[src/fetch_pkg.sv]
/* shared types for the fetch subsystem; instructions are 32-bit and word aligned,
   and the boot address is assumed 256-byte aligned */
package fetch_pkg;

  // byte address, used for pcs and memory addresses
  typedef logic [31:0] addr_t;
  // one uncompressed instruction word
  typedef logic [31:0] instr_t;
  // bit 5 marks an interrupt, bits 4:0 hold the interrupt id
  typedef logic [5:0]  exc_cause_t;

  // next pc source
  typedef enum logic [2:0] {
    PC_BOOT,
    PC_JUMP,
    PC_EXC,
    PC_ERET,
    PC_DRET
  } pc_sel_e;

  // trap vector source
  typedef enum logic [1:0] {
    EXC_PC_EXC,
    EXC_PC_IRQ,
    EXC_PC_DBD,
    EXC_PC_DBG_EXC
  } exc_pc_sel_e;

  // memory request fsm, one request in flight at most
  typedef enum logic [1:0] {
    PF_IDLE,
    PF_WAIT_GNT,
    PF_WAIT_RVALID
  } pf_state_e;

  // debug module entry points
  localparam addr_t       DM_HALT_ADDR = 32'h1A110800;
  localparam addr_t       DM_EXC_ADDR  = 32'h1A110808;
  // buffered words, kept a power of two
  localparam int unsigned FIFO_DEPTH   = 2;
  // reset entry inside the boot region
  localparam logic [7:0]  BOOT_OFFSET  = 8'h80;

endpackage

[src/fetch_if.sv]
/* word stream from the prefetch buffer to the fetch stage; branch wins over a
   pending transfer, the target address travels outside this bundle */
`timescale 1ns/1ps

interface fetch_if;
  import fetch_pkg::*;

  // word on rdata/addr is available, held until taken or flushed
  logic   valid;
  // fetch stage takes the word at this edge
  logic   ready;
  instr_t rdata;
  addr_t  addr;
  // redirect, flushes buffered words
  logic   branch;

  modport source (
    output valid, rdata, addr,
    input  ready, branch
  );

  modport sink (
    input  valid, rdata, addr,
    output ready, branch
  );

endinterface

[src/fetch_top.sv]
/* instruction fetch subsystem top; memory port is request, grant, then
   rvalid, with one request in flight */
`timescale 1ns/1ps

module fetch_top (
  input  logic                   clk_i,
  input  logic                   rst_ni,
  input  fetch_pkg::addr_t       boot_addr_i,
  input  logic                   req_i,
  // control from the decode stage
  input  logic                   pc_set_i,
  input  fetch_pkg::pc_sel_e     pc_mux_i,
  input  fetch_pkg::exc_pc_sel_e exc_pc_mux_i,
  input  fetch_pkg::exc_cause_t  exc_cause_i,
  input  fetch_pkg::addr_t       jump_target_i,
  input  fetch_pkg::addr_t       csr_mepc_i,
  input  fetch_pkg::addr_t       csr_depc_i,
  input  logic                   id_in_ready_i,
  input  logic                   instr_valid_clear_i,
  // towards the decode stage
  output fetch_pkg::addr_t       pc_if_o,
  output fetch_pkg::addr_t       pc_id_o,
  output fetch_pkg::instr_t      instr_rdata_id_o,
  output logic                   instr_valid_id_o,
  output logic                   instr_new_id_o,
  // instruction memory port
  output logic                   instr_req_o,
  output fetch_pkg::addr_t       instr_addr_o,
  input  logic                   instr_gnt_i,
  input  logic                   instr_rvalid_i,
  input  fetch_pkg::instr_t      instr_rdata_i,
  output logic                   if_busy_o
);
  import fetch_pkg::*;

  // redirect target from the fetch stage
  addr_t branch_addr;

  fetch_if fetch_bus ();

  if_stage i_if_stage (
    .clk_i               (clk_i),
    .rst_ni              (rst_ni),
    .boot_addr_i         (boot_addr_i),
    .req_i               (req_i),
    .pc_set_i            (pc_set_i),
    .pc_mux_i            (pc_mux_i),
    .exc_pc_mux_i        (exc_pc_mux_i),
    .exc_cause_i         (exc_cause_i),
    .jump_target_i       (jump_target_i),
    .csr_mepc_i          (csr_mepc_i),
    .csr_depc_i          (csr_depc_i),
    .id_in_ready_i       (id_in_ready_i),
    .instr_valid_clear_i (instr_valid_clear_i),
    .fetch               (fetch_bus.sink),
    .branch_addr_o       (branch_addr),
    .pc_if_o             (pc_if_o),
    .pc_id_o             (pc_id_o),
    .instr_rdata_id_o    (instr_rdata_id_o),
    .instr_valid_id_o    (instr_valid_id_o),
    .instr_new_id_o      (instr_new_id_o)
  );

  prefetch_buffer i_prefetch_buffer (
    .clk_i          (clk_i),
    .rst_ni         (rst_ni),
    .req_i          (req_i),
    .branch_addr_i  (branch_addr),
    .fetch          (fetch_bus.source),
    .instr_req_o    (instr_req_o),
    .instr_addr_o   (instr_addr_o),
    .instr_gnt_i    (instr_gnt_i),
    .instr_rvalid_i (instr_rvalid_i),
    .instr_rdata_i  (instr_rdata_i),
    .busy_o         (if_busy_o)
  );

endmodule

[src/if_stage.sv]
/* pc selection and IF-ID register; boot_addr_i[7:0] is ignored and only cause
   bits 4:0 pick the interrupt vector */
`timescale 1ns/1ps

module if_stage (
  input  logic                   clk_i,
  input  logic                   rst_ni,
  input  fetch_pkg::addr_t       boot_addr_i,
  input  logic                   req_i,
  input  logic                   pc_set_i,
  input  fetch_pkg::pc_sel_e     pc_mux_i,
  input  fetch_pkg::exc_pc_sel_e exc_pc_mux_i,
  input  fetch_pkg::exc_cause_t  exc_cause_i,
  input  fetch_pkg::addr_t       jump_target_i,
  input  fetch_pkg::addr_t       csr_mepc_i,
  input  fetch_pkg::addr_t       csr_depc_i,
  input  logic                   id_in_ready_i,
  input  logic                   instr_valid_clear_i,
  fetch_if.sink                  fetch,
  output fetch_pkg::addr_t       branch_addr_o,
  output fetch_pkg::addr_t       pc_if_o,
  output fetch_pkg::addr_t       pc_id_o,
  output fetch_pkg::instr_t      instr_rdata_id_o,
  output logic                   instr_valid_id_o,
  output logic                   instr_new_id_o
);
  import fetch_pkg::*;

  addr_t boot_entry;
  addr_t exc_pc;
  addr_t fetch_addr_n;
  // no fetch started since reset
  logic  init_q;
  logic  if_id_we;

  //////////////////////////////////////////////////////////////////////
  // next pc selection
  //////////////////////////////////////////////////////////////////////

  assign boot_entry = {boot_addr_i[31:8], BOOT_OFFSET};

  // trap vectors sit in the boot region, debug ones are fixed
  always_comb begin
    unique case (exc_pc_mux_i)
      EXC_PC_EXC:     exc_pc = {boot_addr_i[31:8], 8'h00};
      EXC_PC_IRQ:     exc_pc = {boot_addr_i[31:8], 1'b0, exc_cause_i[4:0], 2'b00};
      EXC_PC_DBD:     exc_pc = DM_HALT_ADDR;
      EXC_PC_DBG_EXC: exc_pc = DM_EXC_ADDR;
      default:        exc_pc = {boot_addr_i[31:8], 8'h00};
    endcase
  end

  always_comb begin
    unique case (pc_mux_i)
      PC_BOOT: fetch_addr_n = boot_entry;
      PC_JUMP: fetch_addr_n = jump_target_i;
      PC_EXC:  fetch_addr_n = exc_pc;
      // return from trap
      PC_ERET: fetch_addr_n = csr_mepc_i;
      // return from debug mode
      PC_DRET: fetch_addr_n = csr_depc_i;
      default: fetch_addr_n = boot_entry;
    endcase
  end

  // first req_i branches to the boot entry, pc_set_i redirects anytime
  assign fetch.branch  = pc_set_i | (init_q & req_i);
  assign branch_addr_o = pc_set_i ? fetch_addr_n : boot_entry;

  always_ff @(posedge clk_i or negedge rst_ni) begin
    if (!rst_ni) begin
      init_q <= 1'b1;
    end else if (fetch.branch) begin
      init_q <= 1'b0;
    end
  end

  //////////////////////////////////////////////////////////////////////
  // IF-ID pipeline register
  //////////////////////////////////////////////////////////////////////

  // words in flight are stale during a redirect
  assign fetch.ready = id_in_ready_i & ~pc_set_i;
  assign if_id_we    = fetch.valid & fetch.ready;
  assign pc_if_o     = fetch.addr;

  always_ff @(posedge clk_i or negedge rst_ni) begin
    if (!rst_ni) begin
      instr_valid_id_o <= 1'b0;
      instr_new_id_o   <= 1'b0;
    end else begin
      instr_new_id_o <= if_id_we;
      // a load wins over a clear at the same edge
      if (if_id_we) begin
        instr_valid_id_o <= 1'b1;
      end else if (instr_valid_clear_i) begin
        instr_valid_id_o <= 1'b0;
      end
    end
  end

  always_ff @(posedge clk_i) begin
    if (if_id_we) begin
      pc_id_o          <= fetch.addr;
      instr_rdata_id_o <= fetch.rdata;
    end
  end

endmodule

[src/prefetch_buffer.sv]
/* one outstanding memory request at a time; a request is only issued while the
   FIFO has a free slot, responses that predate a branch are dropped */
`timescale 1ns/1ps

module prefetch_buffer (
  input  logic              clk_i,
  input  logic              rst_ni,
  input  logic              req_i,
  input  fetch_pkg::addr_t  branch_addr_i,
  fetch_if.source           fetch,
  output logic              instr_req_o,
  output fetch_pkg::addr_t  instr_addr_o,
  input  logic              instr_gnt_i,
  input  logic              instr_rvalid_i,
  input  fetch_pkg::instr_t instr_rdata_i,
  output logic              busy_o
);
  import fetch_pkg::*;

  pf_state_e state_q;
  pf_state_e state_d;
  // next word address to request
  addr_t     fetch_addr_q;
  // address of the request in flight
  addr_t     req_addr_q;
  // response in flight belongs to an old pc
  logic      discard_q;
  logic      gnt_ok;
  logic      push;
  logic      fifo_pop;
  logic      fifo_full;

  assign gnt_ok   = instr_req_o & instr_gnt_i;
  // a response landing with a branch is stale as well
  assign push     = instr_rvalid_i & ~discard_q & ~fetch.branch;
  assign fifo_pop = fetch.valid & fetch.ready;
  assign busy_o   = (state_q != PF_IDLE);

  // address held stable while waiting for the grant
  assign instr_addr_o = (state_q == PF_WAIT_GNT) ? req_addr_q : fetch_addr_q;

  //////////////////////////////////////////////////////////////////////
  // request fsm
  //////////////////////////////////////////////////////////////////////

  always_comb begin
    state_d     = state_q;
    instr_req_o = 1'b0;
    unique case (state_q)
      PF_IDLE: begin
        // no request during a branch, fetch_addr_q is not loaded yet
        if (req_i && !fetch.branch && !fifo_full) begin
          instr_req_o = 1'b1;
          state_d     = instr_gnt_i ? PF_WAIT_RVALID : PF_WAIT_GNT;
        end
      end
      PF_WAIT_GNT: begin
        // request must stay up until granted
        instr_req_o = 1'b1;
        if (instr_gnt_i) begin
          state_d = PF_WAIT_RVALID;
        end
      end
      PF_WAIT_RVALID: begin
        if (instr_rvalid_i) begin
          state_d = PF_IDLE;
        end
      end
      default: state_d = PF_IDLE;
    endcase
  end

  always_ff @(posedge clk_i or negedge rst_ni) begin
    if (!rst_ni) begin
      state_q <= PF_IDLE;
    end else begin
      state_q <= state_d;
    end
  end

  //////////////////////////////////////////////////////////////////////
  // addresses and stale response tracking
  //////////////////////////////////////////////////////////////////////

  always_ff @(posedge clk_i or negedge rst_ni) begin
    if (!rst_ni) begin
      fetch_addr_q <= '0;
    end else if (fetch.branch) begin
      fetch_addr_q <= branch_addr_i;
    end else if (gnt_ok && !discard_q) begin
      // step only for grants on the current stream
      fetch_addr_q <= fetch_addr_q + 32'd4;
    end
  end

  always_ff @(posedge clk_i) begin
    if (state_q == PF_IDLE && instr_req_o) begin
      req_addr_q <= fetch_addr_q;
    end
  end

  always_ff @(posedge clk_i or negedge rst_ni) begin
    if (!rst_ni) begin
      discard_q <= 1'b0;
    end else if (fetch.branch) begin
      // mark the one response still to come, if any
      discard_q <= (state_q == PF_WAIT_GNT) ||
                   (state_q == PF_WAIT_RVALID && !instr_rvalid_i);
    end else if (instr_rvalid_i) begin
      discard_q <= 1'b0;
    end
  end

  prefetch_fifo i_fifo (
    .clk_i       (clk_i),
    .rst_ni      (rst_ni),
    .flush_i     (fetch.branch),
    .push_i      (push),
    .push_addr_i (req_addr_q),
    .push_data_i (instr_rdata_i),
    .pop_i       (fifo_pop),
    .valid_o     (fetch.valid),
    .addr_o      (fetch.addr),
    .data_o      (fetch.rdata),
    .full_o      (fifo_full)
  );

endmodule

[src/prefetch_fifo.sv]
/* small store of fetched words with their addresses; no overflow check, the
   writer must respect full_o, and FIFO_DEPTH must be a power of two */
`timescale 1ns/1ps

module prefetch_fifo (
  input  logic              clk_i,
  input  logic              rst_ni,
  input  logic              flush_i,
  input  logic              push_i,
  input  fetch_pkg::addr_t  push_addr_i,
  input  fetch_pkg::instr_t push_data_i,
  input  logic              pop_i,
  output logic              valid_o,
  output fetch_pkg::addr_t  addr_o,
  output fetch_pkg::instr_t data_o,
  output logic              full_o
);
  import fetch_pkg::*;

  // entry storage, no reset needed
  addr_t                           addr_q [FIFO_DEPTH];
  instr_t                          data_q [FIFO_DEPTH];
  // pointers wrap on their own width
  logic [$clog2(FIFO_DEPTH)-1:0]   wr_ptr_q;
  logic [$clog2(FIFO_DEPTH)-1:0]   rd_ptr_q;
  logic [$clog2(FIFO_DEPTH+1)-1:0] count_q;

  // head of the queue
  assign valid_o = (count_q != '0);
  assign addr_o  = addr_q[rd_ptr_q];
  assign data_o  = data_q[rd_ptr_q];
  assign full_o  = (32'(count_q) == FIFO_DEPTH);

  always_ff @(posedge clk_i or negedge rst_ni) begin
    if (!rst_ni) begin
      wr_ptr_q <= '0;
      rd_ptr_q <= '0;
      count_q  <= '0;
    end else if (flush_i) begin
      // redirect drops everything buffered
      wr_ptr_q <= '0;
      rd_ptr_q <= '0;
      count_q  <= '0;
    end else begin
      if (push_i) begin
        wr_ptr_q <= wr_ptr_q + 1'b1;
      end
      if (pop_i) begin
        rd_ptr_q <= rd_ptr_q + 1'b1;
      end
      // simultaneous push and pop leaves the count alone
      if (push_i && !pop_i) begin
        count_q <= count_q + 1'b1;
      end else if (pop_i && !push_i) begin
        count_q <= count_q - 1'b1;
      end
    end
  end

  always_ff @(posedge clk_i) begin
    if (push_i) begin
      addr_q[wr_ptr_q] <= push_addr_i;
      data_q[wr_ptr_q] <= push_data_i;
    end
  end

endmodule

[config.mk]
export PLATFORM = sky130hd
export DESIGN_NAME = fetch_top
export DESIGN_NICKNAME = d
export VERILOG_FILES = /design/src/fetch_pkg.sv /design/src/fetch_if.sv /design/src/fetch_top.sv /design/src/if_stage.sv /design/src/prefetch_buffer.sv /design/src/prefetch_fifo.sv
export SDC_FILE = /design/constraint.sdc
export NUM_CORES = 1
export LEC_CHECK = 0
export ABC_AREA = 1
export ABC_CLOCK_PERIOD_IN_PS = 6600
export BUFFER_PORTS_ARGS = -buffer_cell sky130_fd_sc_hd__buf_2
export CAP_MARGIN = 25
export CELL_PAD_IN_SITES_DETAIL_PLACEMENT = 1
export CELL_PAD_IN_SITES_GLOBAL_PLACEMENT = 2
export CORE_MARGIN = 4
export CORE_UTILIZATION = 34
export DETAILED_ROUTE_END_ITERATION = 6
export GPL_TIMING_DRIVEN = 0
export MAX_ROUTING_LAYER = met4
export PLACE_DENSITY = 0.8
export SLEW_MARGIN = 40
export SYNTH_ARGS = -nofsm -noshare
export SYNTH_HDL_FRONTEND = slang
export SYNTH_SLANG_ARGS = --single-unit
[constraint.sdc]
create_clock -name clk_i -period 6.6 [get_ports clk_i]
set_input_delay 1.32 -clock clk_i [delete_from_list [all_inputs] [get_ports clk_i]]
set_output_delay 1.32 -clock clk_i [all_outputs]
set_load 0.005 [all_outputs]
==> flow_summary.toml, run 1 <==
[detailed_routing]
firstDrtPassIters = 6
wl_per_cell_um = 18.2
via_per_inst = 4.71
routed_wl_mm = 37.0
drc = 0
drt_iter0_markers = 461
vias = 9550
ant_nets = 0

[global_route]
grt_pass1_vias = 10200
grt_overflow_total = 0
grt_pass1_wl_mm = 57.7
met1_usage_pct = 26.2
use_met3_pct = 3.02
grt_max_degree = 43
met2_usage_pct = 33.1
grtUsageTotal_pct = 19.8
grt_busiest_layer = "met2"
antenna_found_initial = 0

[synth]
ys_ff_latch = 266
synth.area.top_cells = "edfxtp_1 (57%), nand2_1 (18%), dfrtp_1 (8.8%)"
synth_top_family_by_area = "simple AND/OR/NAND/NOR gates"
syn_avg_cell_area_um2 = 9.64
synth-simple-area-share_pct = 25.4
async_flop_share_pct = 15.8
synth-compound-area-share_pct = 3.99
synthXorXnorAreaFrac_pct = 0.448
netlist.top_cell.by_area = "edfxtp_1"
synth_mux_area_share_pct = 0
synth_ff_type = "edfxtp_1"
synth-edff-count = 224
synth_fa_ha_area_share_pct = 0.107
synth_cells = 1216
synth_area_um2 = 11700
yosysWarnings = 0
seq_area_frac_synth_pct = 66.4
synth.distinct_cells = 34
synth_nets = 1396
yosys.area.top_type_share_pct = 57.4

[timing]
finalSetupTns_ns = 0
fmax_mhz = 259
setup_viol = 0
period_share_pct = 58.6
min_period_ns = 3.87
finalHoldViolCount = 0
setup_ws_ns = 2.73
rsz0062_at_grt = "false"
slew_viol_final = 0
worst_slew_pin_slew_ns = 0.731
slew_headroom_pct = 51.1
hold_ws_ns = 0.455
skew_ns = 0.0121

[clock_tree]
clock-sinks = 266
cts_buffer_depth = 3
cts-root-buf = "clkbuf_16"
post_cts_buffers = 0
insertion_delay_ns = 0.53
ctsHtreeMaxLevel = 1
cts_tree = "built"
cts_hold_buf = 0
cts_buffers = 27
cts-resized-gates = 0
clkSlewWorstSetupHoldPaths_ns = 0.06

[critical_path]
critPathCaptureType = "output pin"
worst_setup_path_start_kind = "register"
required_ns = 5.28
critPathTopFamily = "buffers and inverters"
critical_path_class = "register to output pin"
arrival_ns = 2.55
path_max_fanout = 10
crit_path_cell_trace = "nor2_1 > clkbuf_1 > nand2_1 > o21ai_0 > buf_2"
cpPeakStageDelay_ns = 0.58
crit_slowest_cell = "nor2_1"
worst-path-buf-inv = 2

[status]
status = "completed"

[die]
core-area_um2 = 33800
die-area_um2 = 37500
die_h_um = 194
dieWidth_um = 194
num_io_pins = 311
initial_core_util_pct = 34.7
rows = 67

[cells_and_area]
nets = 1739
final_core_util_pct = 44.3
final_cell_area_um2 = 15000
area.growth.synth_to_final_pct = 27.8
stdcell_count = 2029
drive_gt1_share_pct = 24.6

[pwr]
peakVddDrop_mv = 0.184
finalPower_mw = 4.39
powerDensity_nw_per_um2 = 293
leakage_nw = 6.48

[placed_design]
placed_cells = 1978
pre_cts_slack_ns = 2.86
io_buffer_count = 301
gp_congestion = 0.881
dpl.hpwl_mm = 29.6
dpl_cell_area_um2 = 14000

[min_path]
hold_class = "register to register"

[job]
drv_cap = 0
-- cell families after synthesis --
logic type	Yosys count
DFF	266
xor gates and xnor gates	6
adders and majority gates	1
buffers and inverters	105
AOI/OAI and AO/OA	90
and+or+nand+nor	748
-- registers in the layout, summed over array words and instances, names as in the netlist, 2 cells and up --
signal,count
i_if_stage.instr_rdata_id_o,32
i_if_stage.pc_id_o,32
i_prefetch_buffer.fetch_addr_q,32
i_prefetch_buffer.i_fifo.addr_q,64
i_prefetch_buffer.i_fifo.count_q,2
i_prefetch_buffer.i_fifo.data_q,64
i_prefetch_buffer.req_addr_q,32
i_prefetch_buffer.state_q,2
-- area by class of cell --
class | count | area [um^2]
diodes | 2 | 5.00
well taps | 448 | 561
clock inverters | 15 | 225
clock buffers | 34 | 702
plain buffers | 46 | 206
flip-flops and latches | 266 | 7780
multi-input cells | 845 | 3540
fillers | 3949 | 18800
inverters | 59 | 221
repair buffers | 314 | 1730
-- placed cells by master, fill, tap and decap left out, types with 2 or more instances in the layout --
cell type and instances:
dfrtp_1 41, nand2_1 556, o21ai_0 53, nor3_2 2, bufinv_16 6, edfxtp_1 224
buf_16 5, nor3_1 3, nand3_1 86, clkbuf_16 27, inv_2 5, a21oi_1 16
inv_1 53, buf_2 316, o21ai_1 12, xor2_1 5, buf_8 4, nand4_1 6
a31oi_1 3, nor2_1 84, diode_2 2, clkinv_1 6, buf_1 3, buf_4 6
nor2_2 2, clkbuf_1 32, nor2_4 4, nand2_2 3, o22ai_1 2
-- metal layers --
layer	up-vias	part of all wire [%]	routed length, um
met2	291	48	17700
li1	4716	-	-
met1	4506	45	16800
met5	-	0	0
met4	0	1.6	582
met3	37	5.3	1970
-- worst register-to-register path, cell delays in order, from the launching register on --
cell and delay, ns:
dfstp_2 0.37, a21oi_2 0.41, nand3_1 0.37, nor2_4 0.50
buf_8 0.26, buf_8 0.21, buf_16 0.20
-- final timing paths --
| check | end | slack, ns | cells past startpoint | startpoint |
|---|---|---|---|---|
| setup / recovery | instr_addr_o[31] | 2.73 | 5 | i_prefetch_buffer.state_q[1]$_DFFE_PN0P_ |
| hold reg to reg | i_prefetch_buffer.req_addr_q[1]$_DFFE_PP_ | 0.46 | 0 | i_prefetch_buffer.fetch_addr_q[1]$_DFFE_PN0P_ |
| min in group asynchronous | i_prefetch_buffer.fetch_addr_q[8]$_DFFE_PN0P_ | 0.79 | 1 | rst_ni |
| hold / removal | i_prefetch_buffer.req_addr_q[1]$_DFFE_PP_ | 0.46 | 0 | i_prefetch_buffer.fetch_addr_q[1]$_DFFE_PN0P_ |
| max in group asynchronous | i_prefetch_buffer.fetch_addr_q[21]$_DFFE_PN0P_ | 5.38 | 1 | rst_ni |
| setup reg to reg | i_prefetch_buffer.i_fifo.addr_q[0][26]$_DFFE_PP_ | 3.98 | 6 | i_if_stage.init_q$_DFFE_PN1N_ |
-- Yosys cell counts, drive strengths merged, types with 6 or more instances --
cell type / count
a21oi: 17
buf: 21
clkbuf: 25
dfrtp: 41
edfxtp: 224
inv: 58
nand2: 559
nand3: 88
nand4: 6
nor2: 90
o21ai: 65
-- power by group --
part / total (mW) / leakage, nW / internal [mW] / switching [mW]
logic: 0.688 / 3.46 / 0.242 / 0.446
clock network: 1.61 / 0.442 / 0.985 / 0.621
registers: 2.09 / 2.58 / 1.99 / 0.0998
Note: power is estimated with default switching activity, not from simulation.
==> inputs of run 2 (changes only) <==
- ABC_CLOCK_PERIOD_IN_PS: 6600 -> 3300
- CORE_UTILIZATION: 34 -> 29
- PLACE_DENSITY: 0.8 -> 0.73
- clock period: 6.6 -> 3.3 ns (I/O delays scaled with it)
==> run 2 against run 1 <==
  * Power is 93% higher
  * Non-clock buffer count is 2 lower
  * Largest power group unchanged
  * Utilization down 6.9 points
  * Sequential power grew 100%
  * Hold slack worse by 0.33 ns
  * Highest routed layer unchanged
==> flow_summary.toml, run 2 (synthesized netlist as in run 1, its figures left out) <==
[global_route]
grt_pass1_wl_mm = 58.6
antenna_found_initial = 0
grt_max_degree = 43
grt_pass1_vias = 10000
grt_overflow_total = 0
grtUsageTotal_pct = 17.4

[cells_and_area]
final_common_cell = "nand2_1"
drive_gt1_share_pct = 24.6
reg_top3 = "i_prefetch_buffer.i_fifo.addr_q: 64 flops, i_prefetch_buffer.i_fifo.data_q: 64 flops"
nets = 1737
layout_common_cells = "nand2_1 (556), buf_2 (315), edfxtp_1 (224)"
final_core_util_pct = 37.5
nFillCells = 4715
area.growth.synth_to_final_pct = 27.3

[job]
drv_cap = 0

[die]
dieWidth_um = 209
die_h_um = 209
rows = 73
initial_core_util_pct = 29.4
core-area_um2 = 39800
num_io_pins = 311
die-area_um2 = 43700

[detailed_routing]
routed_wl_mm = 38.0
drt_iter0_markers = 312
drc = 0
firstDrtPassIters = 4
wl_per_cell_um = 18.1
via_per_inst = 4.48
vias = 9427
ant_nets = 0

[timing]
skew_ns = 0.0195
slew_viol_final = 0
finalSetupTns_ns = 0
period_share_pct = 92.3
finalHoldViolCount = 0
worst_slew_pin_slew_ns = 0.699
slew_headroom_pct = 53.4
fmax_mhz = 328
rsz0062_at_grt = "false"
setup_viol = 0
min_period_ns = 3.05

[critical_path]
worst_setup_path_start_kind = "register"
arrival_ns = 2.39
critPathCaptureType = "output pin"
required_ns = 2.64
r2r_slack_ns = 0.63
path_max_fanout = 10
critical_path_class = "register to output pin"

[status]
status = "completed"

[clock_tree]
insertion_delay_ns = 0.53
ctsHtreeMaxLevel = 1
clock-sinks = 266
post_cts_buffers = 0
cts_tree = "built"
clkSlewWorstSetupHoldPaths_ns = 0.06
cts_hold_buf = 0
cts_buffer_depth = 3
cts_buffers = 27
cts-root-buf = "clkbuf_16"
cts-resized-gates = 1

[pwr]
peakVddDrop_mv = 0.306
powerDensity_nw_per_um2 = 568
leakage_nw = 6.42

[placed_design]
io_buffer_count = 301
gp_congestion = 0.868
dpl.hpwl_mm = 30.7

[min_path]
hold_class = "input pin to async pin"
[run 2: changes by cell type in the layout (fill, tap and decap cells not counted), sizes merged, moves of 2 or more]
cell / before / now
bufinv: 6 / 2
buf: 335 / 333
clkinv: 8 / 13
inv: 58 / 60
[run 2: critical path: stages, from the launching register on]
cell	delay, ns
dfrtp_1	0.38
inv_1	0.07
nor2_2	0.39
clkbuf_1	0.49
nand2_1	0.09
o21ai_0	0.22
buf_2	0.21
[run 2: path summary, 6_finish.rpt]
kind | startpoint | end | cells after the start
max | i_prefetch_buffer.state_q[0]$_DFFE_PN0P_ | instr_addr_o[31] | 6
max in group asynchronous | rst_ni | i_prefetch_buffer.fetch_addr_q[18]$_DFFE_PN0P_ | 1
max reg2reg | i_if_stage.init_q$_DFFE_PN1N_ | i_prefetch_buffer.i_fifo.addr_q[1][21]$_DFFE_PP_ | 6
min reg2reg | i_prefetch_buffer.fetch_addr_q[0]$_DFFE_PN0P_ | i_prefetch_buffer.req_addr_q[0]$_DFFE_PP_ | 0
min | rst_ni | i_if_stage.instr_valid_id_o$_DFFE_PN0P_ | 1
min in group clk_i | instr_gnt_i | i_prefetch_buffer.state_q[0]$_DFFE_PN0P_ | 2
[run 2: layout make-up]
type / count / area (um^2) / area share, %
clock buffers: 33 / 698 / 4.68
repair buffers: 312 / 1670 / 11.2
plain buffers: 46 / 206 / 1.38
diodes: 1 / 2.50 / 0.0168
well taps: 525 / 657 / 4.40
multi-input cells: 845 / 3550 / 23.8
flip-flops and latches: 266 / 7780 / 52.1
inverters: 59 / 221 / 1.48
clock inverters: 17 / 139 / 0.931
[run 2: stage by stage]
| step | instance area [um^2] | hold slack, ns | power, mW | setup WS (ns) | std cells |
|---|---|---|---|---|---|
| floorplan | 11700 | 0.364 | 4.87 | -0.973 | 1216 |
| global placement | 13900 | 0.434 | 5.61 | -3.15 | 2042 |
| detailed placement | 14100 | 0.439 | 5.67 | 0.129 | 2053 |
| CTS | 14900 | 0.134 | 8.60 | 0.149 | 2103 |
| global route | 14900 | 0.157 | 8.92 | 0.0450 | 2103 |
| finish | 14900 | 0.126 | 8.47 | 0.253 | 2104 |
[run 2: metal layers]
metal	part of all wire, %	global-route usage, %
met1	46	23.1
met2	48	29.2
met3	4.5	2.31
met4	1.5	2.88
met5	0	-
[run 2: where the power goes]
group / switching [mW] / leakage, nW / internal, mW
sequential: 0.203 / 2.58 / 3.99
clock: 1.25 / 0.409 / 1.66
combinational: 0.900 / 3.43 / 0.472
total: 2.35 / 6.42 / 6.12
